File: src/rr_log_settings.svh
`ifndef RR_LOG_SETTINGS_SVH
`define RR_LOG_SETTINGS_SVH

// Number of logging channels, which is also the bitmap width
`define RR_CHANNEL_CNT 3

// Fixed channel data widths, channel 0 first
`define RR_CH0_WIDTH 8
`define RR_CH1_WIDTH 12
`define RR_CH2_WIDTH 20

// Width of one storage word in the log buffer
`define RR_WORD_WIDTH 64

// Log buffer address width, 256 words
`define RR_BUF_ADDR_BITS 8

`endif

File: src/rr_log_pkg.sv
`default_nettype none

`include "rr_log_settings.svh"

package rr_log_pkg;

  // Channel geometry
  localparam int RR_CHANNEL_CNT = `RR_CHANNEL_CNT;
  localparam int RR_MAX_DATA_WIDTH = `RR_CH0_WIDTH + `RR_CH1_WIDTH + `RR_CH2_WIDTH;
  // Bitmap in the low bits, then the densest possible data
  localparam int RR_UNIT_WIDTH = RR_CHANNEL_CNT + RR_MAX_DATA_WIDTH;
  localparam int RR_LEN_BITS = $clog2(RR_UNIT_WIDTH + 1);
  // Shortest unit carries only the narrowest channel
  localparam int RR_MIN_UNIT_LEN = RR_CHANNEL_CNT + `RR_CH0_WIDTH;

  // Storage geometry
  localparam int RR_WORD_WIDTH = `RR_WORD_WIDTH;
  localparam int RR_ADDR_BITS = `RR_BUF_ADDR_BITS;
  localparam int RR_BUF_DEPTH = 1 << RR_ADDR_BITS;

  typedef logic [RR_UNIT_WIDTH-1:0] rr_unit_t;
  typedef logic [RR_LEN_BITS-1:0] rr_len_t;
  typedef logic [RR_CHANNEL_CNT-1:0] rr_bitmap_t;
  typedef logic [RR_WORD_WIDTH-1:0] rr_word_t;
  typedef logic [RR_ADDR_BITS-1:0] rr_addr_t;
  // Word count, one bit wider so a full buffer is representable
  typedef logic [RR_ADDR_BITS:0] rr_count_t;

  // Width table indexed by channel
  localparam logic [RR_CHANNEL_CNT-1:0][RR_LEN_BITS-1:0] RR_CHANNEL_WIDTHS = {
    RR_LEN_BITS'(`RR_CH2_WIDTH),
    RR_LEN_BITS'(`RR_CH1_WIDTH),
    RR_LEN_BITS'(`RR_CH0_WIDTH)
  };

  // Bit position of a channel inside the concatenated channel data bus
  function automatic int rr_channel_base(input int ch);
    int base;
    base = 0;
    for (int i = 0; i < ch; i++) begin
      base += int'(RR_CHANNEL_WIDTHS[i]);
    end
    return base;
  endfunction

  // Unit length from the bitmap alone, constant adds only
  function automatic rr_len_t rr_decode_len(input rr_bitmap_t bitmap);
    rr_len_t len;
    len = rr_len_t'(RR_CHANNEL_CNT);
    for (int i = 0; i < RR_CHANNEL_CNT; i++) begin
      if (bitmap[i]) begin
        len += RR_CHANNEL_WIDTHS[i];
      end
    end
    return len;
  endfunction

endpackage

`default_nettype wire

File: src/rr_channel_stage.sv
`timescale 1ns/1ps
`default_nettype none

// Register stage for one logging channel
// Stages are chained so each one learns where its data lands in the unit
module rr_channel_stage #(
  parameter int WIDTH = 8
) (
  input  wire                   clk,
  input  wire                   reset,
  input  wire                   strobe,
  input  wire [WIDTH-1:0]       data,
  input  wire rr_log_pkg::rr_len_t  offset_in,
  output logic                  valid,
  output rr_log_pkg::rr_len_t   offset_out,
  output rr_log_pkg::rr_unit_t  placed
);

  import rr_log_pkg::*;

  // Held channel data, zero whenever the channel did not strobe
  logic [WIDTH-1:0] data_q;

  always_ff @(posedge clk) begin
    if (reset) begin
      valid  <= 1'b0;
      data_q <= '0;
    end else begin
      valid  <= strobe;
      // Zero data keeps the OR merge in the packer clean
      data_q <= strobe ? data : '0;
    end
  end

  // Only a valid channel consumes bits in the unit
  assign offset_out = valid ? offset_in + rr_len_t'(WIDTH) : offset_in;

  // Data placed at the running offset of the lower channels
  assign placed = rr_unit_t'(data_q) << offset_in;

  // Running offset stays inside the data field of a unit
  a_offset_in_range: assert property (
    @(posedge clk) disable iff (reset)
    offset_out <= rr_len_t'(RR_MAX_DATA_WIDTH)
  );

endmodule

`default_nettype wire

File: config.mk
export PLATFORM = sky130hd
export DESIGN_NAME = rr_channel_stage
export DESIGN_NICKNAME = d
export VERILOG_FILES = /design/src/rr_log_pkg.sv /design/src/rr_channel_stage.sv
export VERILOG_INCLUDE_DIRS = /design/src /design/src/src
export SDC_FILE = /design/constraint.sdc
export NUM_CORES = 1
export LEC_CHECK = 0
export ABC_CLOCK_PERIOD_IN_PS = 1900
export BUFFER_PORTS_ARGS = -buffer_cell sky130_fd_sc_hd__buf_2
export CAP_MARGIN = 10
export CORE_AREA = 2 2 56 58
export DETAILED_ROUTE_END_ITERATION = 7
export DIE_AREA = 0 0 58 60
export PLACE_DENSITY_LB_ADDON = 0.08
export SYNTH_ARGS = -nofsm -noshare
export SYNTH_HDL_FRONTEND = slang
export SYNTH_SLANG_ARGS = --single-unit
File: constraint.sdc
create_clock -name clk -period 1.9 [get_ports clk]
set_input_delay 0.19 -clock clk [delete_from_list [all_inputs] [get_ports clk]]
set_output_delay 0.19 -clock clk [all_outputs]
set_load 0.005 [all_outputs]
# Word level (Yosys, flattened, before mapping)
# Cells that the tools add are included.
[word_totals]
regBits = 9
input_bits = 17
output_inout_bits = 50
word_cells = 7
[op_classes]
addsub = 1
shifts = 1
muxes = 1
bitwise_logic = 1
reduce_logical = 1
[op_table]
columns = ["cell", "n"]
rows = [
  ["$shl 8x6->43", 1],
  ["$add 6x4->6 const B", 1],
  ["$mux 6", 1],
  ["$reduce_or 2->1", 1],
  ["$not 1->1", 1],
]

# Logic depth before layout (Yosys ltp)
# Gate-level depths: netlist of the first run.
[logic_depth]
ltp_word = 2
ltp_mapped = 6

# Least setup slack after synthesis of the first run
# No wires, ideal clock.
[synth_path]
kind = "input to output"
from = "input offset_in[0]"
to = "output placed[25]"
arrival_time_ns = 1.361
required_ns = 1.710
path_slack_ns = 0.349
cell_stages = 5
cell_sequence = "buf_6 -> mux4_2 -> and2_4 -> a211oi_2 -> nor2_1"
[synth_via]
elab_chain_cells = 1
[synth_lines]
columns = ["element", "line_no", "text"]
rows = [
  ["start, declared", "rr_channel_stage.sv:13", "input wire rr_log_pkg::rr_len_t offset_in,"],
  ["$shl 8x6->43", "rr_channel_stage.sv:39", "assign placed = rr_unit_t'(data_q) << offset_in;"],
  ["end, declared", "rr_channel_stage.sv:16", "output rr_log_pkg::rr_unit_t placed"],
]
# Every way passes these cells.

# Worst setup path in the final report of the first run
[layout_path]
from = "register data_q[2]"
to = "output placed[41]"
[layout_via]
elab_chain_cells = 1
[layout_lines]
columns = ["element", "line_no", "text"]
rows = [
  ["start, declared", "rr_channel_stage.sv:22", "logic [WIDTH-1:0] data_q;"],
  ["start signal, assigned", "rr_channel_stage.sv:31", "data_q <= strobe ? data : '0;"],
  ["$shl 8x6->43", "rr_channel_stage.sv:39", ""],
]
# Every way passes these cells.

==> results of run 1 <==
[cell families (layout without fill, tap and decap cells)]
group	count (synthesis)	in the layout	share of synthesized area, %
fa+ha+maj	1	1	1.01
compound gates	41	41	21.0
simple gates	81	81	34.1
flops	9	9	14.6
xor+xnor	2	2	1.42
mux	22	22	18.9
buf+inv	23	86	9.01
[area by class of cell]
class / instances / share of cell area (%)
Multi-Input combinational cell: 147 / 57.8
Timing Repair Buffer: 78 / 26.5
Sequential cell: 9 / 10.8
Tap cell: 33 / 2.44
Clock buffer: 4 / 1.55
Inverter: 4 / 0.886
[synthesized netlist by cell type, types with 2 or more instances]
| cell | count | area (µm²) |
|---|---|---|
| a22o_1 | 2 | 17.5 |
| nand2b_1 | 5 | 31.3 |
| o21ai_0 | 12 | 60.1 |
| dfxtp_1 | 9 | 180 |
| o22ai_1 | 14 | 87.6 |
| nor2_1 | 24 | 90.1 |
| nor2b_1 | 5 | 31.3 |
| nand3_1 | 8 | 40.0 |
| nor3_1 | 2 | 10.0 |
| nand4_1 | 4 | 25.0 |
| and2_1 | 8 | 50.1 |
| nand3b_1 | 4 | 30.0 |
| inv_1 | 4 | 15.0 |
| or2_2 | 2 | 12.5 |
| buf_4 | 4 | 30.0 |
| o31ai_1 | 6 | 45.0 |
| buf_2 | 2 | 10.0 |
| nand2_1 | 11 | 41.3 |
| mux2i_1 | 20 | 200 |
| clkbuf_1 | 12 | 45.0 |
| a21oi_1 | 4 | 20.0 |
[worst paths after layout]
| path | end |
|---|---|
| min | data_q[4] |
| max | placed[41] |
[per-layer routing]
layer | share of wire, % | wire length (µm) | up-vias | global-route usage (%)
li1 | - | - | 769 | -
met1 | 42 | 1610 | 694 | 28.1
met2 | 50 | 1910 | 80 | 38.3
met3 | 8.1 | 313 | 2 | 0.649
met4 | 0.26 | 10 | 0 | 7.97
met5 | 0 | 0 | - | 0
[cell usage in the layout (no fill, tap or decap), drive strengths merged, types with 4 or more instances in the layout]
cell,instances
nand3,8
buf,78
o21ai,12
nand3b,4
mux2i,20
nor2,24
inv,4
clkbuf,4
o22ai,14
dfxtp,9
nor2b,5
nand4,4
nand2b,5
nand2,11
o31ai,6
and2,9
a21oi,4
[through the flow]
stage / hold WS, ps / TNS, ps / power [µW]
floorplan: 312 / 0 / 352
global placement: 389 / 0 / 433
detailed placement: 391 / -34.3 / 439
CTS: 128 / 0 / 580
global route: 126 / -905 / 626
finish: 137 / 0 / 584
[power groups by stage]
stage | clock network, µW | registers (µW) | logic (µW)
final | 137 | 205 | 241
after global routing | 155 | 207 | 264
after CTS | 142 | 205 | 233
after detailed placement | 0 | 209 | 230
after global placement | 0 | 209 | 225
after floorplan | 0 | 207 | 145
[repair_timing]
item	4_1_cts	5_1_grt
endpoints found under the setup margin	13	24
resized for setup	2	9
pin swaps	1	4
setup buffers	0	0
[state kept, by name (all words and copies together) (netlist names)]
signal and count:
data_q 8, valid 1
[critical path, delay by kind of cell, from the launching register on]
| family | cells | cell delay [ps] |
|---|---|---|
| muxes | 1 | 510 |
| AOI/OAI and AO/OA | 1 | 230 |
| DFF | 1 | 330 |
| buffers and inverters | 1 | 140 |
| and+or+nand+nor | 2 | 230 |
==> out/metrics.yaml, run 1 <==
run_status:
  outcome: "finished, final reports clean"
global_routing:
  first_global_vias: 1320
  grt_max_degree: 22
  grt.overflow.total: 0
  antenna_found_initial: 0
  grt_pass1_wl_um: 5980
  grt_usage_pct: 21.6
floorplan:
  row_count: 20
  chipWidth_um: 58
  initial_core_util_pct: 42.6
  core_um2: 2900
  die_y_um: 60
  io_pins: 67
  die_area_um2: 3480
worst_setup_path:
  crit_required_ps: 1710
  start_kind: "register"
  slowest_stage: "mux4_2"
  max_stage_delay_ps: 510
  end_kind: "primary output"
  crit_start: "data_q[2]"
  crit_type: "reg -> out"
  crit_arrival_ps: 1680
  worstPathCellList: "mux4_2, and2_4, a211oi_4, nor2_1, buf_2"
  path_max_fanout: 4
route:
  drtAntennaViolNets: 0
  postRouteWirelength_um: 3850
  drt_iter0_drc: 139
  viasPerCell: 5.62
  drc: 0
  dr.pass1.iters: 4
  via_count: 1545
  wl_per_cell_um: 14.0
placement:
  port_buffers: 66
  dp_cells: 271
  dpl_cell_area_um2: 1630
  gp_congestion: 0.899
  place_ws_ps: -34.3
  post-dp-hpwl_um: 3090
pwr:
  combinationalPowerShare_pct: 41.4
  switchingPower_uw: 200
  ir_worst_vdd_v: 0.000373
  p_sw_share_pct: 34.3
  clkPwrFrac_pct: 23.4
  p_per_area_nw_per_um2: 344
  seqPwrFrac_pct: 35.2
  internal_power_uw: 384
  power.leakage_uw: 0.000801
cells_and_area:
  regArea_um2: 184
  antenna-diode-count: 0
  fin_cells: 275
  fill_cells: 298
  fin_nets: 261
  fin_area_um2: 1700
  final_core_util_pct: 58.4
  final_layout_size_suffix_gt1_share_pct: 39.7
  syn_to_final_growth_pct: 37.1
  multi_input_area_um2: 980
synthesis:
  synth-async-reset-ratio_pct: 0
  synthCells: 179
  synth-warning-count: 0
  synth.avg_cell_area_um2: 6.91
  yosys_most_used_dff: "dfxtp_1"
  yosysUniqueCellTypes: 38
  synth_nets: 197
  ys_seq_area_share_pct: 14.6
  synth-edff-count: 0
  syn_area_um2: 1240
  ys_ff_latch: 9
clocking:
  htreeDepth: 1
  cts_tree: "done"
  cts.path.max_buffers: 2
  hold_buffers: 0
  root_buffer: "clkbuf_4"
  clock-sinks: 9
  cts.clk_slew.worst_paths_ps: 50
  cts_buffers: 3
timing:
  setup_viol: 0
  fmax_ghz: 0.534
  finalCritPeriodShare_pct: 98.6
  period_needed_ps: 1870
  worstMarginPinSlew_ps: 523
  setup_slack_ps: 26.7
  rsz0062_at_grt: "yes"
  maxSlewHeadroom_pct: 64.8
  slew_viol_final: 0
  final_hold_viol_count: 0
flow_run:
  cap_viol_max_count: 0
worst_hold_path:
  min_path_type: "in -> reg"
  hold_depth: 2
  holdCritStartpoint: "data[4]"
No activity file was read; power rests on OpenSTA's default activity.
==> run 2, diff against run 1 <==
--- a/config.mk
+++ b/config.mk
@@ -9,9 +9,9 @@
 export ABC_CLOCK_PERIOD_IN_PS = 1900
 export BUFFER_PORTS_ARGS = -buffer_cell sky130_fd_sc_hd__buf_2
 export CAP_MARGIN = 10
-export CORE_AREA = 2 2 56 58
+export CORE_AREA = 2 2 53 60
 export DETAILED_ROUTE_END_ITERATION = 7
-export DIE_AREA = 0 0 58 60
+export DIE_AREA = 0 0 55 62
 export PLACE_DENSITY_LB_ADDON = 0.08
 export SYNTH_ARGS = -nofsm -noshare
 export SYNTH_HDL_FRONTEND = slang
==> out/metrics.yaml, run 2 (synthesis results as in run 1) <==
pwr:
  p_per_area_nw_per_um2: 346  # +0.46%
  seqPwrFrac_pct: 35.8  # +0.6 points
  p_sw_share_pct: 34.3  # about the same
  ir_worst_vdd_v: 0.000343  # -8.0%
  finalPower_uw: 573  # -1.8%
  power.leakage_uw: 0.000792  # -1.1%
  internal_power_uw: 376  # -1.9%
  combinationalPowerShare_pct: 40.2  # -1.2 points
  switchingPower_uw: 196  # -1.8%
  clkPwrFrac_pct: 24.0  # +0.6 points
cells_and_area:
  regArea_um2: 184  # unchanged
  top_regs: "data_q: 8 flops, valid: 1 flops"
  final_cell_mix: "66 x buf_2, 24 x nor2_1, 18 x mux2i_1, 14 x o22ai_1, 11 x nand2_1"
  fin_cells: 275  # unchanged
  layout_commonest_cell: "buf_2"
  largest_register_ff_count: 8  # unchanged
  antenna-diode-count: 0  # unchanged
  syn_to_final_growth_pct: 34.0
  multi_input_area_um2: 963  # -1.7%
  final_layout_size_suffix_gt1_share_pct: 38.6  # -1.1 points
  fill_cells: 291  # -2.3%
  fin_nets: 260  # -0.38%
  max_flop_register: "data_q"
global_routing:
  grt_usage_pct: 21.6  # -0.027 points
  grt_max_degree: 22  # unchanged
  grt_pass1_wl_um: 5420  # -9.2%
  antenna_found_initial: 0  # unchanged
  first_global_vias: 1229  # -6.9%
  grt.overflow.total: 0  # unchanged
floorplan:
  die_y_um: 62  # +3.3%
  core_um2: 2890  # -0.43%
  chipWidth_um: 55  # -5.2%
  row_count: 21  # +5.0%
  die_area_um2: 3410  # -2.0%
  io_pins: 67  # unchanged
  initial_core_util_pct: 42.8  # +0.18 points
clocking:
  cts.path.max_buffers: 2  # unchanged
  cts_buffers: 3  # unchanged
  cts.clk_slew.worst_paths_ps: 60  # about the same
  root_buffer: "clkbuf_4"
  htreeDepth: 1  # unchanged
  cts_tree: "done"
  clock-sinks: 9  # unchanged
route:
  viasPerCell: 5.57  # -0.84%
  wl_per_cell_um: 13.8  # -1.6%
  drc: 0  # unchanged
  via_count: 1532  # -0.84%
  drt_iter0_drc: 54  # -61%
  dr.pass1.iters: 4  # unchanged
  postRouteWirelength_um: 3780  # -1.6%
  drtAntennaViolNets: 0  # unchanged
placement:
  dp_cells: 271  # unchanged
  post-dp-hpwl_um: 3010  # -2.7%
  port_buffers: 66  # unchanged
  place_ws_ps: 13.5  # +47.8 ps
  gp_congestion: 0.846  # -5.9%
timing:
  fmax_ghz: 0.544  # +1.8%
  tns_ps: 0  # unchanged
  finalCritPeriodShare_pct: 96.8  # -1.8 points
  worstMarginPinSlew_ps: 552  # +28.7 ps
  slew_viol_final: 0  # unchanged
  final_hold_viol_count: 0  # unchanged
  rsz0062_at_grt: "yes"
  period_needed_ps: 1840  # -33.7 ps
  setup_slack_ps: 60.4  # +33.7 ps
  maxSlewHeadroom_pct: 62.9  # -1.9 points
  setup_viol: 0  # unchanged
run_status:
  outcome: "finished, final reports clean"
worst_setup_path:
  crit_required_ps: 1710  # about the same
  crit_arrival_ps: 1650  # -30 ps
  path_max_fanout: 4  # unchanged
  slowest_stage: "mux4_2"
  worstPathCellList: "mux4_2, and2_4, a211oi_4, nor2_1, buf_2"
  end_kind: "primary output"
  max_stage_delay_ps: 480  # -30 ps
  start_kind: "register"
  crit_type: "reg -> out"
worst_hold_path:
  min_path_type: "in -> reg"
flow_run:
  cap_viol_max_count: 0  # unchanged
## run 2: critical path, delay by kind of cell, from the launching register on
| family | cells | cell delay [ps] |
|---|---|---|
| flops | 1 | 330 |
| mux | 1 | 480 |
| buf+inv | 1 | 140 |
| compound gates | 1 | 180 |
| simple gates | 2 | 260 |
## run 2: path summary, 6_finish.rpt
kind	slack [ps]	start	cells past startpoint	to
min	140	data[3]	2	data_q[3]
max	60	data_q[2]	5	placed[25]
## run 2: what timing repair did
item,in CTS,in global routing
resized for setup,2,7
hold buffers,0,0
buffers inserted,0,0
setup endpoints to repair,6,23
pin swaps,1,0
## run 2: metrics by stage
stage	area, µm²	util (%)	hold WS (ps)
final	1660	57.3	135
after global routing	1660	57.3	127
after CTS	1650	56.9	127
after detailed placement	1610	55.6	393
after global placement	1610	55.6	389
after floorplan	1240	-	312
## run 2: cell type report
cell class	count	share of cell area (%)
clock buffers	4	1.59
inverters	4	0.906
multi-input cells	147	58.2
flip-flops and latches	9	11.1
well taps	34	2.57
repair buffers	77	25.7
## run 2: power by group through the flow
stage,Combinational [µW],Clock (µW),Sequential (µW)
after CTS,227,145,205
final,230,137,205
after global placement,219,0,209
after global routing,252,158,207
after detailed placement,224,0,209
after floorplan,145,0,207
## run 2: routing by layer
metal | track usage (%) | wire (µm) | vias up
met5 | 0 | 0 | -
met4 | 9.76 | 55 | 0
met1 | 26.4 | 1620 | 704
met3 | 0.957 | 167 | 4
li1 | - | - | 770
met2 | 38.8 | 1940 | 54
