<file path="src/rr_log_settings.svh">
`ifndef RR_LOG_SETTINGS_SVH
`define RR_LOG_SETTINGS_SVH

// Number of logging channels, which is also the bitmap width
`define RR_CHANNEL_CNT 3

// Fixed channel data widths, channel 0 first
`define RR_CH0_WIDTH 8
`define RR_CH1_WIDTH 12
`define RR_CH2_WIDTH 20

// Width of one storage word in the log buffer
`define RR_WORD_WIDTH 64

// Log buffer address width, 256 words
`define RR_BUF_ADDR_BITS 8

`endif

</file>
<file path="src/rr_log_pkg.sv">
`default_nettype none

`include "rr_log_settings.svh"

package rr_log_pkg;

  // Channel geometry
  localparam int RR_CHANNEL_CNT = `RR_CHANNEL_CNT;
  localparam int RR_MAX_DATA_WIDTH = `RR_CH0_WIDTH + `RR_CH1_WIDTH + `RR_CH2_WIDTH;
  // Bitmap in the low bits, then the densest possible data
  localparam int RR_UNIT_WIDTH = RR_CHANNEL_CNT + RR_MAX_DATA_WIDTH;
  localparam int RR_LEN_BITS = $clog2(RR_UNIT_WIDTH + 1);
  // Shortest unit carries only the narrowest channel
  localparam int RR_MIN_UNIT_LEN = RR_CHANNEL_CNT + `RR_CH0_WIDTH;

  // Storage geometry
  localparam int RR_WORD_WIDTH = `RR_WORD_WIDTH;
  localparam int RR_ADDR_BITS = `RR_BUF_ADDR_BITS;
  localparam int RR_BUF_DEPTH = 1 << RR_ADDR_BITS;

  typedef logic [RR_UNIT_WIDTH-1:0] rr_unit_t;
  typedef logic [RR_LEN_BITS-1:0] rr_len_t;
  typedef logic [RR_CHANNEL_CNT-1:0] rr_bitmap_t;
  typedef logic [RR_WORD_WIDTH-1:0] rr_word_t;
  typedef logic [RR_ADDR_BITS-1:0] rr_addr_t;
  // Word count, one bit wider so a full buffer is representable
  typedef logic [RR_ADDR_BITS:0] rr_count_t;

  // Width table indexed by channel
  localparam logic [RR_CHANNEL_CNT-1:0][RR_LEN_BITS-1:0] RR_CHANNEL_WIDTHS = {
    RR_LEN_BITS'(`RR_CH2_WIDTH),
    RR_LEN_BITS'(`RR_CH1_WIDTH),
    RR_LEN_BITS'(`RR_CH0_WIDTH)
  };

  // Bit position of a channel inside the concatenated channel data bus
  function automatic int rr_channel_base(input int ch);
    int base;
    base = 0;
    for (int i = 0; i < ch; i++) begin
      base += int'(RR_CHANNEL_WIDTHS[i]);
    end
    return base;
  endfunction

  // Unit length from the bitmap alone, constant adds only
  function automatic rr_len_t rr_decode_len(input rr_bitmap_t bitmap);
    rr_len_t len;
    len = rr_len_t'(RR_CHANNEL_CNT);
    for (int i = 0; i < RR_CHANNEL_CNT; i++) begin
      if (bitmap[i]) begin
        len += RR_CHANNEL_WIDTHS[i];
      end
    end
    return len;
  endfunction

endpackage

`default_nettype wire

</file>
<file path="src/rr_unit_packer.sv">
`timescale 1ns/1ps
`default_nettype none

// Merges the placed data of all channel stages into one log unit
// Unit layout from bit 0 is bitmap, then the data of valid channels only
module rr_unit_packer (
  input  wire                        clk,
  input  wire                        reset,
  input  wire rr_log_pkg::rr_bitmap_t stage_valid,
  input  wire rr_log_pkg::rr_unit_t [rr_log_pkg::RR_CHANNEL_CNT-1:0] stage_placed,
  input  wire rr_log_pkg::rr_len_t   data_len,
  output rr_log_pkg::rr_unit_t       unit,
  output rr_log_pkg::rr_len_t        unit_len,
  output logic                       unit_strobe
);

  import rr_log_pkg::*;

  // OR of all placed data vectors
  rr_unit_t merged;
  // Merged data moved above the bitmap with the bitmap inserted
  rr_unit_t unit_next;
  logic     any_valid;

  always_comb begin
    merged = '0;
    // Placed ranges never overlap, so OR is a dense concatenation
    for (int i = 0; i < RR_CHANNEL_CNT; i++) begin
      merged = merged | stage_placed[i];
    end
  end

  assign any_valid = |stage_valid;

  // Top bits shifted out are always zero since data_len <= max width
  assign unit_next = (merged << RR_CHANNEL_CNT) | rr_unit_t'(stage_valid);

  // One strobe for every non-empty cycle
  always_ff @(posedge clk) begin
    if (reset) begin
      unit_strobe <= 1'b0;
    end else begin
      unit_strobe <= any_valid;
    end
  end

  // Payload only loads on a non-empty cycle
  always_ff @(posedge clk) begin
    if (any_valid) begin
      unit     <= unit_next;
      // Bitmap bits count toward the length
      unit_len <= data_len + rr_len_t'(RR_CHANNEL_CNT);
    end
  end

endmodule

`default_nettype wire

</file>
<file path="config.mk">
export PLATFORM = sky130hd
export DESIGN_NAME = rr_unit_packer
export DESIGN_NICKNAME = d
export VERILOG_FILES = /design/src/rr_log_pkg.sv /design/src/rr_unit_packer.sv
export VERILOG_INCLUDE_DIRS = /design/src /design/src/src
export SDC_FILE = /design/constraint.sdc
export NUM_CORES = 1
export LEC_CHECK = 0
export BUFFER_PORTS_ARGS = -buffer_cell sky130_fd_sc_hd__buf_2
export CORE_UTILIZATION = 35
export DETAILED_ROUTE_END_ITERATION = 12
export PLACE_DENSITY = 0.91
export SLEW_MARGIN = 20
export SYNTH_ARGS = -nofsm -noshare
export SYNTH_HDL_FRONTEND = slang
export SYNTH_SLANG_ARGS = --single-unit
</file>
<file path="constraint.sdc">
create_clock -name clk -period 1.25 [get_ports clk]
set_input_delay 0.125 -clock clk [delete_from_list [all_inputs] [get_ports clk]]
set_output_delay 0.125 -clock clk [all_outputs]
set_load 0.01 [all_outputs]
</file>
==> After elaboration in Yosys (flattened, before gate mapping) <==
Cells that the tools add are included.
{ "word_totals": {"word_cells": 8, "output_inout_bits": 50, "reg_bits": 50, "inputBits": 140} }
{ "op_classes": {"addsub": 1, "n_bitwise": 3, "reduce_logical": 1} }
{ "op_table": {"columns": ["operator", "count"], "rows": [
  ["$or 40x40->40", 2],
  ["$or 43x3->43", 1],
  ["$add 6x2->6 const B", 1],
  ["$reduce_or 3->1", 1]
]} }

==> Longest topological paths before layout <==
Gate-level depths: netlist of the first run.
{ "logic_depth": {"word_depth": 3, "ltp_mapped": 4, "depth_no_buf": 4} }

==> Worst setup path before layout of the first run <==
Ideal clock, no wire load.
{ "synth_timing": {"path_type": "in2reg", "startpoint": "input stage_valid[1]", "endpoint": "register unit[0], enable pin", "cell_stages": 1, "t_arrival_ps": 716, "path_slack_ps": 211, "cell_sequence": "or3_4"} }
{ "synth_between": {"elab_chain_cells": 1} }
{ "synth_rtl": {"columns": ["element", "line_no", "text"], "rows": [
  ["start, declared", "rr_unit_packer.sv:9", "input wire rr_log_pkg::rr_bitmap_t stage_valid,"],
  ["$reduce_or 3->1", "rr_unit_packer.sv:33", "assign any_valid = |stage_valid;"],
  ["end signal, assigned", "rr_unit_packer.sv:50", "unit <= unit_next;"],
  ["end, declared", "rr_unit_packer.sv:12", "output rr_log_pkg::rr_unit_t unit,"]
]} }
Every way passes these cells.
A chain may end at the register's enable or synchronous reset.

==> Worst setup path in the final report of the first run <==
{ "layout_timing": {"startpoint": "register unit[0]", "endpoint": "output unit[0]"} }
No word-level cell between the ends.

==> PnR_summary.wiki, run 1 <==
{| class="wikitable"
! Metric !! Value
|-
| Outcome || finished clean
|-
| Die width || 74.6 um
|-
| Number of instances in the synthesized netlist || 103
|-
| Residual DRC count || 0
|-
| Syn. warnings || 0
|-
| Mean instance size in the synthesized netlist || 17.9 sq um
|-
| Global-route wire length before repair || 6.25 mm
|-
| Via count of the first global-routing pass || 1388
|-
| Total Neg Setup Slack || 0 ns
|-
| Cell type contributing the most total cell area after synthesis || sky130_fd_sc_hd__edfxtp_1
|-
| Most frequent cells in the layout || 180 x sky130_fd_sc_hd__buf_2, 49 x sky130_fd_sc_hd__edfxtp_1, 40 x sky130_fd_sc_hd__or3_1
|-
| Number of setup buffers added after CTS || 0
|-
| Crit share post-route || 80.5%
|-
| Most common cell after layout, fill and taps aside || sky130_fd_sc_hd__buf_2
|-
| Worst slew margin || 86.6%
|-
| Post-detailed-placement cell area || 2880 sq um
|-
| Highest clock frequency the design can meet || 994 MHz
|-
| IO Pins || 190
|-
| Worst Path Max Fanout || 1
|-
| Initial Util || 36.2%
|-
| Clock tree root driver cell || sky130_fd_sc_hd__clkbuf_8
|-
| Wire length after detailed routing || 4.69 mm
|-
| Top cell type's share of synthesized area || 79.7%
|-
| Peak ir drop on the vdd network || 0.841 mV
|-
| Die Y || 74.6 um
|-
| CP required || 1.12 ns
|-
| CTS buffer count || 5
|-
| Number of vias per cell || 4.41
|-
| Worst Setup Start Kind || flop
|-
| Remaining number of nets flagged by the antenna check after routing || 0
|-
| Minimum clock period after layout || 1.01 ns
|-
| Clock tree sinks || 50
|-
| Number of max-slew violations in the final report || 0
|-
| Kind of end point of the critical path || output port
|-
| Class of the tightest hold or removal check || input port to flop
|-
| Number of levels in the clock H-tree || 2
|-
| Number of standard-cell rows in the floorplan || 26
|-
| Diodes inserted || 0
|-
| Cell Chain, Critical Path || buf_2
|-
| Total number of vias || 1605
|-
| Measured slew at the worst slew-check pin || 0.199 ns
|-
| Proportion of layout cells with a drive suffix above 1 || 64.6%
|-
| Number of buffers and inverters on the critical path || 1
|-
| Post-synth cell types || 11
|-
| GR Util All Layers || 16.2%
|-
| Power per Cell Area || 1200 nW/um^2
|-
| Floorplan die area || 5570 sq um
|-
| Clock transition at the registers of the reported paths || 0.09 ns
|-
| Clock Path Buffers || 2
|-
| Area contributors post-synth || sky130_fd_sc_hd__edfxtp_1 80%, sky130_fd_sc_hd__or3_1 14%, sky130_fd_sc_hd__xnor2_1 1.9%, sky130_fd_sc_hd__dfxtp_1 1.1%, sky130_fd_sc_hd__nor2b_4 0.75%
|-
| Final Worst Setup Slack || 0.244 ns
|-
| Final global-route overflow total || 0
|-
| Global placement routability congestion || 0.718
|-
| Total of flip-flops plus latches after synthesis || 50
|-
| Sequential cell area || 1490 sq um
|-
| Critical path data arrival time || 0.88 ns
|-
| Net count of the finished layout || 434
|-
| Initial antenna violation count || 0
|-
| Unrepaired setup endpoints after global routing || no
|-
| Detailed-routing iteration count for the pre-antenna-repair pass || 5
|-
| Synthesis-to-layout area growth || 62.0%
|-
| CP max stage delay || 0.43 ns
|-
| CTS tree || built
|-
| Setup slack after placement || 0.159 ns
|-
| Area taken by multi-input logic gates || 344 sq um
|-
| Leakage power of the design || 1.31 nW
|-
| Final design instance area without fill || 2990 sq um
|-
| Net count after synthesis || 244
|-
| Cell area after technology mapping || 1850 sq um
|-
| Maximum number of pins on one net before global-route repair || 26
|-
| Critical path class || flop to output port
|-
| Wire length per cell || 12.9 um
|-
| Starting DRC count in detailed routing || 30
|-
| Setup violators final || 0
|-
| Maximum Capacitance Violations || 0
|-
| Port bufs || 180
|-
| Standard cell with the maximum stage delay on the critical path || sky130_fd_sc_hd__edfxtp_1
|-
| Final HPWL from detailed placement || 3.96 mm
|-
| Family with the most delay on the worst path || flip-flops
|-
| Post-route worst hold slack || 0.0214 ns
|-
| Number of hold violations in the final report || 0
|-
| Floorplan core area || 5110 sq um
|-
| Register area share after synthesis || 80.8%
|-
| Filler cell count in the final layout || 437
|}
## stage by stage
stage | total power (W) | utilization (%) | cells
after global routing | 0.00374 | 58.6 | 364
after floorplan | 0.00220 | - | 103
after CTS | 0.00363 | 58.6 | 364
after global placement | 0.00253 | 56.3 | 355
after detailed placement | 0.00255 | 56.3 | 355
final | 0.00358 | 58.6 | 364
## path summary, 6_finish.rpt
check | endpoint | slack (ns) | cells after the start | from
max | unit[0] | 0.24 | 1 | unit[0]$_DFFE_PP_
min | unit[1]$_DFFE_PP_ | 0.02 | 1 | stage_valid[1]
## Yosys cell counts, drive strengths merged
cell and number:
dfxtp 1, edfxtp 49, ha 1, inv 3, nand3b 1, nor2b 1
o2111ai 1, o21ai 1, or3 41, xnor2 4
## flip-flops by register name, indices dropped and copies added, names as in the netlist
name,flops
unit,43
unit_strobe,1
unit_len,6
## repair_timing
action | CTS | global route
endpoints found under the hold margin | 1 | 0
resized for setup | 0 | 0
setup endpoints to repair | 0 | 0
hold buffers | 1 | 0
## cells by family (layout without fill, tap and decap cells)
| kind of cell | after synthesis | count (layout) | synth area share (%) |
|---|---|---|---|
| AO/OA/AOI/OAI | 2 | 2 | 0.745 |
| XOR/XNOR | 4 | 4 | 1.90 |
| adder cells (fa/ha/maj) | 1 | 1 | 0.677 |
| buffers and inverters | 3 | 194 | 0.610 |
| flip-flops | 50 | 50 | 80.8 |
| AND/OR/NAND/NOR | 43 | 43 | 15.3 |
## routing by layer
metal  vias up  routed length, um  GRT usage (%)
met1       723               1650           16.1
li1        782                  -              -
met3         6                318           4.69
met4         0                 65           6.92
met5         -                  0              0
met2        94               2660           31.0
## power by group
part	leakage (nW)	total [W]	internal [W]	switching, W
Combinational	0.797	0.000498	0.000275	0.000222
Clock	0.0524	0.00107	0.000599	0.000472
Sequential	0.464	0.00201	0.00198	0.0000342
## layout make-up
cell class / count / share of cell area [%]
clock inverters: 1 / 1.00
flip-flops and latches: 50 / 49.9
well taps: 70 / 2.93
inverters: 3 / 0.376
repair buffers: 183 / 31.8
clock buffers: 7 / 2.55
multi-input cells: 50 / 11.5
No activity file was read; power rests on OpenSTA's default activity.
==> run 2, diff against run 1 <==
Clock period 1.25 ns to 0.95 ns, I/O delays scaled along.
==> run 2 against run 1 <==
Net effect: the run now ends with negative setup slack left; sequential share of layout area shrank 0.43 points; worst setup slack worse by 0.26 ns; utilization grew 0.51 points; global-route usage decreased by 0.37 points; critical endpoint is now unit[2].
==> PnR_summary.wiki, run 2 (synthesis gave the netlist of run 1 again) <==
{| class="wikitable"
! Metric !! Value
|-
| Initial antenna violation count || 0 (unchanged)
|-
| Hold-critical path depth || 2 (+1)
|-
| Peak ir drop on the vdd network || 0.818 mV (-2.7%)
|-
| Diodes inserted || 0 (unchanged)
|-
| Starting DRC count in detailed routing || 36 (+20%)
|-
| Crit share post-route || 102%
|-
| Worst slew margin || 86.2% (-0.36 points)
|-
| Switching Power || 0.000942 W (+29%)
|-
| Number of max-slew violations in the final report || 0 (unchanged)
|-
| Measured slew at the worst slew-check pin || 0.207 ns (+0.00735 ns)
|-
| Most frequent cells in the layout || 180 x sky130_fd_sc_hd__buf_2, 49 x sky130_fd_sc_hd__edfxtp_1, 40 x sky130_fd_sc_hd__or3_1
|-
| Highest clock frequency the design can meet || 1030 MHz
|-
| Number of buffers and inverters on the critical path || 1 (unchanged)
|-
| Portion of total power attributed to sequential cells || 59.6% (+3.4 points)
|-
| Register with the highest flop count || unit
|-
| Final HPWL from detailed placement || 3.88 mm (-2.2%)
|-
| Die Y || 74.6 um (unchanged)
|-
| Leakage power of the design || 1.33 nW (+1.1%)
|-
| Standard cell with the maximum stage delay on the critical path || sky130_fd_sc_hd__edfxtp_1
|-
| Power per Cell Area || 1470 nW/um^2 (+23%)
|-
| Worst Setup Start Kind || flop
|-
| IO Pins || 190 (unchanged)
|-
| Port bufs || 180 (unchanged)
|-
| CTS tree || built
|-
| Number of vias per cell || 4.39 (-0.33%)
|-
| Total number of vias || 1626 (+1.3%)
|-
| Wire length after detailed routing || 4.68 mm (-0.28%)
|-
| Family with the most delay on the worst path || flip-flops
|-
| GR Util All Layers || 15.8% (-0.37 points)
|-
| Minimum clock period after layout || 0.970 ns
|-
| Class of the tightest hold or removal check || input port to flop
|-
| Portion of total power attributed to the clock network || 25.4% (-4.5 points)
|-
| Number of standard-cell rows in the floorplan || 26 (unchanged)
|-
| Synthesis-to-layout area growth || 63.4%
|-
| Clock tree root driver cell || sky130_fd_sc_hd__clkbuf_8
|-
| HP Start || stage_placed[108]
|-
| Residual DRC count || 0 (unchanged)
|-
| Min-Delay Endpoint || unit[25]$_DFFE_PP_
|-
| Outcome || finished, violations left
|-
| Critical path data arrival time || 0.87 ns (about the same)
|-
| Die width || 74.6 um (unchanged)
|-
| Number of hold violations in the final report || 0 (unchanged)
|-
| Number of flip-flops under the largest register name || 43 (unchanged)
|-
| Worst Path Max Fanout || 1 (unchanged)
|-
| Post-detailed-placement cell area || 2900 sq um (+0.78%)
|-
| CP required || 0.85 ns (-0.27 ns)
|-
| Global-route wire length before repair || 6.24 mm (-0.11%)
|-
| Final global-route overflow total || 0 (unchanged)
|-
| Final Worst Setup Slack || -0.0195 ns (-0.263 ns)
|-
| Maximum number of pins on one net before global-route repair || 27 (+3.8%)
|-
| Clock transition at the registers of the reported paths || 0.08 ns (about the same)
|-
| Clock Path Buffers || 2 (unchanged)
|-
| Remaining number of nets flagged by the antenna check after routing || 0 (unchanged)
|-
| Unrepaired setup endpoints after global routing || yes
|-
| Initial Util || 36.2% (unchanged)
|-
| Maximum Capacitance Violations || 0 (unchanged)
|-
| Net count of the finished layout || 440 (+1.4%)
|-
| Proportion of layout cells with a drive suffix above 1 || 64.0% (-0.63 points)
|-
| Clock tree sinks || 50 (unchanged)
|-
| Floorplan die area || 5570 sq um (unchanged)
|-
| Detailed-routing iteration count for the pre-antenna-repair pass || 4 (-1)
|-
| Critical path class || flop to output port
|-
| Floorplan core area || 5110 sq um (unchanged)
|-
| Int Pwr || 0.00350 W (+23%)
|-
| Wire length per cell || 12.7 um (-1.9%)
|-
| Final design instance area without fill || 3020 sq um (+0.88%)
|-
| Via count of the first global-routing pass || 1403 (+1.1%)
|-
| Violations in the final reports || negative setup slack
|-
| Setup violators final || 2 (+2)
|-
| Fraction of power spent switching nets || 21.2% (+0.84 points)
|-
| Largest regs || unit: 43 flops, unit_len: 6 flops, unit_strobe: 1 flops
|-
| Kind of end point of the critical path || output port
|-
| Cell Chain, Critical Path || buf_2
|-
| Post-route worst hold slack || 0.0533 ns (+0.0319 ns)
|-
| CP max stage delay || 0.42 ns (about the same)
|-
| Total Neg Setup Slack || -0.0199 ns (-0.0199 ns)
|-
| Number of levels in the clock H-tree || 2 (unchanged)
|-
| CTS buffer count || 5 (unchanged)
|-
| Power share of the combinational group || 15.0% (+1.1 points)
|-
| Global placement routability congestion || 0.716 (-0.31%)
|-
| Most common cell after layout, fill and taps aside || sky130_fd_sc_hd__buf_2
|}
## run 2: power by group through the flow
stage	clock network (W)	registers, W	logic (W)
after global placement	0	0.00270	0.000644
after global routing	0.00124	0.00267	0.000742
final	0.00113	0.00265	0.000669
after detailed placement	0	0.00270	0.000666
after floorplan	0	0.00280	0.0000943
after CTS	0.00118	0.00265	0.000680
## run 2: worst max path at each step
stage	from	endpoint	slack (ns)	cells past startpoint
floorplan	stage_valid[1]	unit[0]$_DFFE_PP_	-0.06	1
global placement	stage_valid[1]	unit[6]$_DFFE_PP_	-0.1	3
detailed placement	stage_valid[1]	unit[21]$_DFFE_PP_	-0.11	3
CTS	unit[2]$_DFFE_PP_	unit[2]	-0.04	1
global route	unit[2]$_DFFE_PP_	unit[2]	-0.06	1
finish	unit[2]$_DFFE_PP_	unit[2]	-0.02	1
## run 2: what timing repair did
item,in CTS,in global routing
setup endpoints to repair,3,11
gates resized for setup,0,0
setup buffers,0,0
endpoints found under the hold margin,4,0
pin swaps,0,0
hold buffers,4,0
## run 2: metrics by stage
stage	power (W)	instances	setup WS, ns	utilization, %
CTS	0.00451	370	-0.0354	59.1
global placement	0.00334	358	-0.0974	56.7
floorplan	0.00289	103	-0.0585	-
detailed placement	0.00336	358	-0.109	56.7
global route	0.00465	370	-0.0579	59.1
finish	0.00445	370	-0.0195	59.1
## run 2: final cells by class
| type | count | area [sq um] |
|---|---|---|
| clock buffer | 8 | 80.1 |
| fill | 436 | 2090 |
| inverter | 3 | 11.3 |
| multi-input combinational | 50 | 344 |
| sequential | 50 | 1490 |
| tap | 70 | 87.6 |
| timing repair buffer | 189 | 1000 |
## run 2: layer usage
metal	GRT usage, %	vias up	part of all wire (%)
met4	7.97	0	2.1
met5	0	-	0
met2	30.5	93	56
met1	14.9	730	35
met3	4.82	9	7.0
li1	-	794	-
