### config.mk
export PLATFORM = sky130hd
export DESIGN_NAME = rr_stream_writer
export DESIGN_NICKNAME = d
export VERILOG_FILES = /design/src/rr_log_pkg.sv /design/src/rr_stream_writer.sv
export VERILOG_INCLUDE_DIRS = /design/src /design/src/src
export SDC_FILE = /design/constraint.sdc
export NUM_CORES = 1
export LEC_CHECK = 0
export ABC_AREA = 0
export BUFFER_PORTS_ARGS = -buffer_cell sky130_fd_sc_hd__buf_2
export CAP_MARGIN = 40
export CORE_MARGIN = 2
export CORE_UTILIZATION = 60
export CTS_CLUSTER_SIZE = 10
export DETAILED_ROUTE_END_ITERATION = 8
export PLACE_DENSITY = 0.81
export SYNTH_ARGS = -nofsm -noshare
export SYNTH_HDL_FRONTEND = slang
export SYNTH_SLANG_ARGS = --single-unit
### constraint.sdc
create_clock -name clk -period 3.7 [get_ports clk]
set_input_delay 0.37 -clock clk [delete_from_list [all_inputs] [get_ports clk]]
set_output_delay 0.37 -clock clk [all_outputs]
set_load 0.01 [all_outputs]
### src/rr_log_settings.svh
`ifndef RR_LOG_SETTINGS_SVH
`define RR_LOG_SETTINGS_SVH

// Number of logging channels, which is also the bitmap width
`define RR_CHANNEL_CNT 3

// Fixed channel data widths, channel 0 first
`define RR_CH0_WIDTH 8
`define RR_CH1_WIDTH 12
`define RR_CH2_WIDTH 20

// Width of one storage word in the log buffer
`define RR_WORD_WIDTH 64

// Log buffer address width, 256 words
`define RR_BUF_ADDR_BITS 8

`endif

### src/rr_log_pkg.sv
`default_nettype none

`include "rr_log_settings.svh"

package rr_log_pkg;

  // Channel geometry
  localparam int RR_CHANNEL_CNT = `RR_CHANNEL_CNT;
  localparam int RR_MAX_DATA_WIDTH = `RR_CH0_WIDTH + `RR_CH1_WIDTH + `RR_CH2_WIDTH;
  // Bitmap in the low bits, then the densest possible data
  localparam int RR_UNIT_WIDTH = RR_CHANNEL_CNT + RR_MAX_DATA_WIDTH;
  localparam int RR_LEN_BITS = $clog2(RR_UNIT_WIDTH + 1);
  // Shortest unit carries only the narrowest channel
  localparam int RR_MIN_UNIT_LEN = RR_CHANNEL_CNT + `RR_CH0_WIDTH;

  // Storage geometry
  localparam int RR_WORD_WIDTH = `RR_WORD_WIDTH;
  localparam int RR_ADDR_BITS = `RR_BUF_ADDR_BITS;
  localparam int RR_BUF_DEPTH = 1 << RR_ADDR_BITS;

  typedef logic [RR_UNIT_WIDTH-1:0] rr_unit_t;
  typedef logic [RR_LEN_BITS-1:0] rr_len_t;
  typedef logic [RR_CHANNEL_CNT-1:0] rr_bitmap_t;
  typedef logic [RR_WORD_WIDTH-1:0] rr_word_t;
  typedef logic [RR_ADDR_BITS-1:0] rr_addr_t;
  // Word count, one bit wider so a full buffer is representable
  typedef logic [RR_ADDR_BITS:0] rr_count_t;

  // Width table indexed by channel
  localparam logic [RR_CHANNEL_CNT-1:0][RR_LEN_BITS-1:0] RR_CHANNEL_WIDTHS = {
    RR_LEN_BITS'(`RR_CH2_WIDTH),
    RR_LEN_BITS'(`RR_CH1_WIDTH),
    RR_LEN_BITS'(`RR_CH0_WIDTH)
  };

  // Bit position of a channel inside the concatenated channel data bus
  function automatic int rr_channel_base(input int ch);
    int base;
    base = 0;
    for (int i = 0; i < ch; i++) begin
      base += int'(RR_CHANNEL_WIDTHS[i]);
    end
    return base;
  endfunction

  // Unit length from the bitmap alone, constant adds only
  function automatic rr_len_t rr_decode_len(input rr_bitmap_t bitmap);
    rr_len_t len;
    len = rr_len_t'(RR_CHANNEL_CNT);
    for (int i = 0; i < RR_CHANNEL_CNT; i++) begin
      if (bitmap[i]) begin
        len += RR_CHANNEL_WIDTHS[i];
      end
    end
    return len;
  endfunction

endpackage

`default_nettype wire

### src/rr_stream_writer.sv
`timescale 1ns/1ps
`default_nettype none

// Bit-level writer that packs log units end to end into storage words
// Accumulator is two words wide so one unit always fits behind a partial word
module rr_stream_writer (
  input  wire                       clk,
  input  wire                       reset,
  input  wire                       unit_strobe,
  input  wire rr_log_pkg::rr_unit_t unit,
  input  wire rr_log_pkg::rr_len_t  unit_len,
  input  wire                       record_finish,
  output logic                      wr_en,
  output rr_log_pkg::rr_addr_t      wr_addr,
  output rr_log_pkg::rr_word_t      wr_data,
  output rr_log_pkg::rr_count_t     words_written,
  output logic                      overflow,
  output logic                      finish_done
);

  import rr_log_pkg::*;

  localparam int ACC_WIDTH = 2 * RR_WORD_WIDTH;
  localparam int FILL_BITS = $clog2(ACC_WIDTH);

  // Bits above fill are kept zero so appending is a plain OR
  logic [ACC_WIDTH-1:0] acc;
  logic [ACC_WIDTH-1:0] acc_app;
  logic [FILL_BITS-1:0] fill;
  logic [FILL_BITS-1:0] fill_app;
  logic                 word_done;
  logic                 buf_full;
  // Delays finish_done behind the flush write
  logic                 finish_q;

  // Append the incoming unit at the current fill position
  assign acc_app  = acc | (ACC_WIDTH'(unit) << fill);
  assign fill_app = fill + FILL_BITS'(unit_len);
  assign word_done = fill_app >= FILL_BITS'(RR_WORD_WIDTH);
  assign buf_full  = words_written == rr_count_t'(RR_BUF_DEPTH);

  always_ff @(posedge clk) begin
    if (reset) begin
      acc           <= '0;
      fill          <= '0;
      wr_en         <= 1'b0;
      words_written <= '0;
      overflow      <= 1'b0;
      finish_q      <= 1'b0;
      finish_done   <= 1'b0;
    end else begin
      wr_en       <= 1'b0;
      finish_q    <= record_finish;
      finish_done <= finish_q;
      if (record_finish) begin
        // Flush wins over a unit in the same cycle
        if (fill != '0) begin
          if (buf_full) begin
            overflow <= 1'b1;
          end else begin
            wr_en         <= 1'b1;
            words_written <= words_written + 1'b1;
          end
        end
        acc  <= '0;
        fill <= '0;
      end else if (unit_strobe) begin
        if (word_done) begin
          // Low word leaves, residue moves down
          acc  <= acc_app >> RR_WORD_WIDTH;
          fill <= fill_app - FILL_BITS'(RR_WORD_WIDTH);
          if (buf_full) begin
            // Whole word dropped, flag is sticky
            overflow <= 1'b1;
          end else begin
            wr_en         <= 1'b1;
            words_written <= words_written + 1'b1;
          end
        end else begin
          acc  <= acc_app;
          fill <= fill_app;
        end
      end
    end
  end

  // Write payload, qualified by wr_en
  always_ff @(posedge clk) begin
    wr_addr <= rr_addr_t'(words_written);
    // Residue above fill is already zero padding
    wr_data <= record_finish ? acc[RR_WORD_WIDTH-1:0] : acc_app[RR_WORD_WIDTH-1:0];
  end

  // A write is only issued while the buffer still had room
  a_no_write_when_full: assert property (
    @(posedge clk) disable iff (reset)
    wr_en |-> $past(words_written) < rr_count_t'(RR_BUF_DEPTH)
  );

endmodule

`default_nettype wire

## Yosys cells after proc, flatten, opt, wreduce, memory -nomap -nowiden

Index checks and enable logic that the tools add are counted.

| word-level totals | value |
|---|---|
| input port bits | 53 |
| register bits after elaboration | 220 |
| output and inout bits | 84 |

| cells by class | value |
|---|---|
| bitwise operators | 1 |
| magnitude comparators | 1 |
| shifts and indexed selects | 1 |
| add/subtract/negate cells | 3 |
| muxes and demuxes | 18 |
| reductions and logical operators | 5 |
| equality and inequality tests | 2 |

Operator list:

| cell | number |
|---|---|
| $mux W128 | 1 |
| $or A128 B128 Y128 | 1 |
| $shl A43 B7 Y128 | 1 |
| $mux W64 | 1 |
| $mux W9 | 5 |
| $mux W1 | 10 |
| $add A9 B1 Y9 const B | 1 |
| $eq A9 B9 Y1 const B | 1 |
| $add A7 B6 Y7 | 1 |
| $ge A7 B7 Y1 const B | 1 |
| $mux W7 | 1 |
| $reduce_bool A7 Y1 | 1 |
| $sub A7 B7 Y7 const B | 1 |
| $reduce_bool A2 Y1 | 2 |
| $reduce_and A3 Y1 | 1 |
| $ne A2 B1 Y1 const B | 1 |
| $reduce_or A2 Y1 | 1 |

## Logic depth before layout (Yosys ltp)

Gate-level depths: netlist (run 1).

| logic depth | value |
|---|---|
| word-level depth | 5 |
| mapped depth | 12 |
| gate-level depth less buffers | 9 |

## Least setup slack after synthesis (run 1)

Ideal clock, no wire load.

| path | value |
|---|---|
| kind | input-to-reg |
| start point | in unit_len[0] |
| end point | reg acc[88] |
| cell stages on the path | 10 |
| setup time | 0.069 ns |
| path buffers | 1 |
| path slack | 0.941 ns |
| arrival | 2.690 ns |
| data required time | 3.631 ns |
| cells stage by stage | ha_1 fa_1 a211oi_1 o21bai_1 a21oi_1 xnor2_1 and3_1 clkbuf_1 o21ai_0 o21ai_1 |

| between the ends | value |
|---|---|
| word-level cells in the longest chain between the ends | 3 |

RTL lines:

| what | RTL line | RTL |
|---|---|---|
| from (decl) | rr_stream_writer.sv:11 | `input wire rr_log_pkg::rr_len_t unit_len,` |
| $add A7 B6 Y7 | rr_stream_writer.sv:38 | `assign fill_app = fill + FILL_BITS'(unit_len);` |
| $ge A7 B7 Y1 | rr_stream_writer.sv:39 | `assign word_done = fill_app >= FILL_BITS'(RR_WORD_WIDTH);` |
| $mux W128 | rr_stream_writer.sv:68 | `if (word_done) begin` |
| to (signal assigned) | rr_stream_writer.sv:70 | `acc <= acc_app >> RR_WORD_WIDTH;` |
| to (signal assigned) | rr_stream_writer.sv:80 | `acc <= acc_app;` |
| to (decl) | rr_stream_writer.sv:27 | `logic [ACC_WIDTH-1:0] acc;` |

No other way between the ends.
A chain may end at the register's enable or synchronous reset.

## Final worst setup path (run 1)

| path | value |
|---|---|
| start point | reg fill[1] |
| end point | reg acc[38] |

| between the ends | value |
|---|---|
| word-level cells in the longest chain between the ends | 3 |
| elaborated cells on any way between the ends | 5 |
| classes of those cells | add/sub: 1; order compare: 1; shift: 1; mux: 1; bitwise: 1 |

RTL lines:

| what | RTL line | RTL |
|---|---|---|
| from (decl) | rr_stream_writer.sv:29 | `logic [FILL_BITS-1:0] fill;` |
| from (signal assigned) | rr_stream_writer.sv:71 | `fill <= fill_app - FILL_BITS'(RR_WORD_WIDTH);` |
| from (signal assigned) | rr_stream_writer.sv:81 | `fill <= fill_app;` |
| $add A7 B6 Y7 / $shl A43 B7 Y128 (equally long branches) | rr_stream_writer.sv:38, rr_stream_writer.sv:37 |  |
| $ge A7 B7 Y1 / $or A128 B128 Y128 (equally long branches) | rr_stream_writer.sv:39, rr_stream_writer.sv:37 |  |
| $mux W128 (*) | rr_stream_writer.sv:68 |  |

Mark *: on every way between the ends. The rest lies on a longest branch, timed or not.

==> results_dict.tcl, run 1 <==
set metrics [dict create \
    post_drt_wl_per_cell_um 24.7 \
    cp.required_ns 4.09 \
    skew_ns 0.0177 \
    arrival_ns 3.57 \
    grt_pass1_wl_um 66100 \
    area_delta_synth_final_pct 13.8 \
    grt_pass1_vias 11500 \
    grtUsageTotal 0.386 \
    root_buffer "clkbuf_16" \
    final_nets 1534 \
    drive_gt1_frac 0.246 \
    clockPowerShare 0.362 \
    vias 12200 \
    fp.dieH_um 148 \
    dr.first_iter.drc_count 1656 \
    fp-row-count 52 \
    async_reset_ff_frac 0 \
    power_frac_seq 0.415 \
    syn_area_per_cell_um2 9.19 \
    worstSetupPathType "reg -> reg" \
    crit_path_end_kind "flip-flop" \
    setup_viol 0 \
    start_util 0.614 \
    final_common_cell "dfxtp_1" \
    drt_drc_violations_left 0 \
    yosys_register_bits 220 \
    yosys_most_used_dff "dfxtp_1" \
    grt-ovfl-total 0 \
    mostFrequentLayoutCells "215 x dfxtp_1, 142 x nor2_1, 136 x buf_2" \
    whs_ns 0.101 \
    routed_via_density 6.97 \
    insertion_delay_ns 0.53 \
    core-area_mm2 0.0203 \
    place_ws_ns 0.631 \
    fmax_ghz 0.315 \
    p_per_area_mw_per_mm2 435 \
    hp-start "unit_strobe" \
    dr.pass1.iters 6 \
    clock_path_buffers 3 \
    tns_ns 0 \
    post-route-util 0.699 \
    hpwl_um 30900 \
    worstReg2RegStart "fill[1]$_SDFFE_PP0P_" \
    seq_area_mm2 0.00441 \
    intPower_w 0.00435 \
    drv_slew 0 \
    cts.htree.levels 1 \
    ir_drop_mv 0.400 \
    cts-buffers-inserted 26 \
    antenna_found_initial 2 \
    relSlewSlack 0.406 \
    rsz0062_at_grt "no" \
    min_period_ns 3.17 \
    status "complete, no violations" \
    multiInputGateArea_mm2 0.00753 \
    synth_edf_count 0 \
    switching_share 0.296 \
    cts.reportedPaths.clkPinSlew_ns 0.06 \
    period_share 0.858 \
    startpoint_type "flip-flop" \
    comb_power_share 0.223 \
    io_buffers 136 \
    ant_nets 0 \
    syn_area_mm2 0.0125 \
    ioPinCount 137 \
    hold_buffers 0 \
    leakage_nw 5.73 \
    crit_path_start "fill[1]$_SDFFE_PP0P_" \
    grt_max_degree 46 \
    post_cts_resized 0 \
    worstHoldPathType "in -> reg" \
    routabilityCongestion 1.01 \
    syn_inst 1355 \
    yosysSeqAreaShare 0.354 \
    cts.sinks 220 \
    max_cap_violations 0 \
    synth.distinct_cells 88 \
    n_fill_cell 1630 \
    die_w_um 148 \
    ys_warn_count 0 \
    cts_tree "yes" \
    path_max_fanout 30 \
    drt_wl_total_um 43000 \
    setup_ws_ns 0.526 \
    worst_slew_pin_slew_ns 0.889 \
    switchingPower_w 0.00183 \
    final-hold-violation-count 0 \
    postCtsSetupRepairBufs 0 \
    dieArea_mm2 0.0219 \
    syn_nets 1417 \
    antenna_cells 0 \
]
synthesized netlist by cell type, types with 5 or more instances:
| master | instances | area (um2) |
|---|---|---|
| dfxtp_1 | 220 | 4400 |
| nor2_1 | 143 | 537 |
| nand2_1 | 98 | 368 |
| a21oi_1 | 94 | 470 |
| o21ai_0 | 67 | 335 |
| mux2i_1 | 66 | 661 |
| clkbuf_1 | 59 | 221 |
| mux4_2 | 53 | 1190 |
| mux2_2 | 52 | 586 |
| a21o_1 | 45 | 338 |
| a211oi_1 | 44 | 330 |
| nor3_1 | 41 | 205 |
| o21bai_1 | 25 | 188 |
| o22ai_1 | 23 | 144 |
| o21ai_1 | 22 | 110 |
| buf_1 | 19 | 71.3 |
| nand3_1 | 19 | 95.1 |
| buf_2 | 16 | 80.1 |
| o21a_1 | 12 | 90.1 |
| a221oi_1 | 11 | 96.3 |
| o221ai_1 | 11 | 96.3 |
| and2_1 | 10 | 62.6 |
| xnor2_1 | 10 | 87.6 |
| a22o_1 | 9 | 78.8 |
| a22oi_1 | 9 | 67.6 |
| a31oi_1 | 9 | 56.3 |
| nand2b_1 | 9 | 56.3 |
| ha_1 | 8 | 100 |
| inv_1 | 8 | 30.0 |
| o31ai_1 | 8 | 60.1 |
| a221o_1 | 7 | 70.1 |
| and3_1 | 7 | 43.8 |
| nor2b_1 | 6 | 37.5 |
| o221a_2 | 6 | 67.6 |
| o22a_1 | 6 | 52.6 |
| o32ai_1 | 5 | 43.8 |
| o41ai_1 | 5 | 43.8 |
| or3_1 | 5 | 31.3 |
worst max-delay path: stages (launching register included):
cell     delay (ns)
dfxtp_4        0.59
buf_4          0.31
mux4_2         0.58
mux2_2         0.35
mux2i_1        0.38
mux2_2         0.32
nor2_1         0.06
o41ai_1        0.35
a21oi_1        0.08
power groups by stage:
stage	sequential [W]	clock, W	combinational (W)
2_1_floorplan	0.00264	0	0.000793
6_report	0.00256	0.00224	0.00137
3_5_place_dp	0.00261	0	0.00132
4_1_cts	0.00257	0.00224	0.00133
5_1_grt	0.00258	0.00233	0.00144
3_3_place_gp	0.00261	0	0.00130
path summary, 6_finish.rpt:
| kind | slack [ns] | cells past startpoint | end |
|---|---|---|---|
| setup reg to reg | 0.53 | 8 | acc[38]$_SDFFE_PP0P_ |
| setup / recovery | 0.53 | 8 | acc[38]$_SDFFE_PP0P_ |
| hold / removal | 0.10 | 2 | fill[6]$_SDFFE_PP0P_ |
| hold reg to reg | 0.42 | 0 | wr_addr[6]$_DFF_P_ |
layout make-up:
type	count	share of cell area
clock buffer	30	0.0499
clock inverter	1	0.000529
inverter	13	0.00344
multi-input combinational	1019	0.531
sequential	220	0.311
tap	270	0.0238
timing repair buffer	192	0.0803
state kept, by name, indices dropped and copies added, names as in the netlist:
| register | count |
|---|---|
| fill | 7 |
| words_written | 9 |
| wr_addr | 8 |
| finish_q | 1 |
| acc | 128 |
| overflow | 1 |
| finish_done | 1 |
| wr_data | 64 |
| wr_en | 1 |
through the flow:
| stage | power (W) | cells | instance area, um2 |
|---|---|---|---|
| 3_5_place_dp | 0.00393 | 1714 | 13500 |
| 2_1_floorplan | 0.00344 | 1355 | 12500 |
| 5_1_grt | 0.00635 | 1745 | 14200 |
| 3_3_place_gp | 0.00391 | 1712 | 13500 |
| 6_report | 0.00618 | 1745 | 14200 |
| 4_1_cts | 0.00613 | 1745 | 14200 |
per-layer routing:
layer / global-route usage / routed length (um)
met4: 0.170 / 2240
met5: 0 / 0
met3: 0.0883 / 5060
met1: 0.522 / 16600
met2: 0.596 / 19100
kinds of logic after synthesis:
kind of cell / synth area share
mux: 0.204
flops: 0.354
xor+xnor: 0.00844
fa+ha+maj: 0.00964
compound gates: 0.252
simple gates: 0.129
buf+inv: 0.0434
(Power assumes the default switching activity.)
==> run 2, diff against run 1 <==
==> constraint.sdc (replaced) <==
create_clock -name clk -period 3.7 [get_ports clk]
set_input_delay 0.925 -clock clk [delete_from_list [all_inputs] [get_ports clk]]
set_output_delay 0.925 -clock clk [all_outputs]
set_load 0.01 [all_outputs]
==> run 2 against run 1 <==
  * Count of clock-buffer cells in the layout up 2
  * Via count up 0.23%
  * Non-clock buffer count up 12
  * Cell area up 0.74%
  * Largest cell class unchanged
  * Largest power group unchanged
  * Highest routed layer unchanged
==> results_dict.tcl, run 2 (same netlist as run 1, synthesis figures left out) <==
set metrics [dict create \
    placed_area_mm2 0.0136 \
    post_cts_resized 0 \
    cts.htree.levels 1 \
    antenna_found_initial 1 \
    fp-row-count 52 \
    reg2reg_depth 8 \
    status "complete, no violations" \
    min_period_ns 3.15 \
    final-hold-violation-count 0 \
    leakage_nw 5.78 \
    routed_via_density 6.92 \
    fp.dieH_um 148 \
    multiInputGateArea_mm2 0.00753 \
    drive_gt1_frac 0.251 \
    largest-register "acc" \
    worst_slew_pin_slew_ns 1.03 \
    cts_tree "yes" \
    whs_ns 0.422 \
    cts.reportedPaths.clkPinSlew_ns 0.05 \
    drt_drc_violations_left 0 \
    post_drt_wl_per_cell_um 24.4 \
    clock_path_buffers 3 \
    cts.sinks 220 \
    routabilityCongestion 1.03 \
    dr.pass1.iters 6 \
    top_regs "acc: 128 flops, wr_data: 64 flops, words_written: 9 flops" \
    startpoint_type "input pin" \
    postCtsSetupRepairBufs 0 \
    largest_reg_flops 128 \
    ant_nets 0 \
    wl_met3_um 5320 \
    ir_drop_mv 0.442 \
    rsz0062_at_grt "no" \
    dr.first_iter.drc_count 1581 \
    die_w_um 148 \
    vias 12200 \
    drv_slew 0 \
    setup_ws_ns 0.552 \
    path_max_fanout 13 \
    grt_pass1_wl_um 67100 \
    period_share 0.851 \
    insertion_delay_ns 0.53 \
    grt-ovfl-total 0 \
    hold_depth 0 \
    relSlewSlack 0.314 \
    hpwl_um 31000 \
    grtUsageTotal 0.388 \
    met1_length_um 16300 \
    skew_ns 0.0155 \
    root_buffer "clkbuf_16" \
    dieArea_mm2 0.0219 \
    hold_buffers 0 \
    final_nets 1546 \
    area_delta_synth_final_pct 14.7 \
    highest_layer "met4" \
    seq_area_mm2 0.00441 \
    ioPinCount 137 \
    worstHoldPathType "reg -> reg" \
    worstSetupPathType "in -> reg" \
    grt_pass1_vias 11600 \
    start_util 0.614 \
    grt_max_degree 46 \
    io_buffers 136 \
    arrival_ns 3.59 \
    post-route-util 0.704 \
    cts-buffers-inserted 26 \
    crit_path_end_kind "flip-flop" \
    setup_viol 0 \
    tns_ns 0 \
    design_area_mm2 0.0143 \
    place_ws_ns 0.0648 \
    met2_length_um 19200 \
    fmax_ghz 0.318 \
    mostFrequentLayoutCells "215 x dfxtp_1, 142 x nor2_1, 136 x buf_2" \
    p_per_area_mw_per_mm2 433 \
    drt_wl_total_um 42900 \
    n_fill_cell 1607 \
    cp.required_ns 4.14 \
    final_common_cell "dfxtp_1" \
    max_cap_violations 0 \
    core-area_mm2 0.0203 \
]
[run 2: changes by cell type in the layout (fill, tap and decap cells not counted), sizes merged]
cell,delta
diode,+2
buf,+12
clkbuf,+2
[run 2: path summary, 6_finish.rpt]
path / startpoint / to / slack [ns]
max: unit_len[0] / acc[82]$_SDFFE_PP0P_ / 0.55
min: words_written[7]$_SDFFE_PP0P_ / wr_addr[7]$_DFF_P_ / 0.42
max reg2reg: fill[3]$_SDFFE_PP0P_ / acc[116]$_SDFFE_PP0P_ / 0.56
min reg2reg: words_written[7]$_SDFFE_PP0P_ / wr_addr[7]$_DFF_P_ / 0.42
[run 2: power by group]
part / switching (W) / internal [W] / leakage [nW]
clock: 0.000923 / 0.00131 / 0.345
sequential: 0.0000591 / 0.00250 / 1.80
combinational: 0.000854 / 0.000535 / 3.64
total: 0.00184 / 0.00435 / 5.78
[run 2: per-stage QoR]
stage | power (W) | std cells
global route | 0.00637 | 1759
CTS | 0.00614 | 1759
finish | 0.00618 | 1761
global placement | 0.00392 | 1725
detailed placement | 0.00394 | 1726
floorplan | 0.00344 | 1355
[run 2: critical path: stages]
cell,delay [ns]
buf_2,0.10
ha_1,0.22
fa_1,0.50
a211oi_1,0.40
o21bai_1,0.16
a21oi_1,0.34
xnor2_1,0.23
buf_4,0.19
nand3_1,0.08
buf_4,0.24
o21ai_0,0.18
[run 2: area by class of cell]
type	instances	area share
tap	270	0.0236
clock buffer	32	0.0493
multi-input combinational	1019	0.527
sequential	220	0.309
timing repair buffer	204	0.0869
inverter	13	0.00342
antenna	2	0.000350
clock inverter	1	0.000525
[run 2: routing by layer]
metal / vias to the layer above / global-route usage
met5: - / 0
met2: 872 / 0.602
li1: 5387 / -
met3: 165 / 0.101
met1: 5764 / 0.518
met4: 0 / 0.163
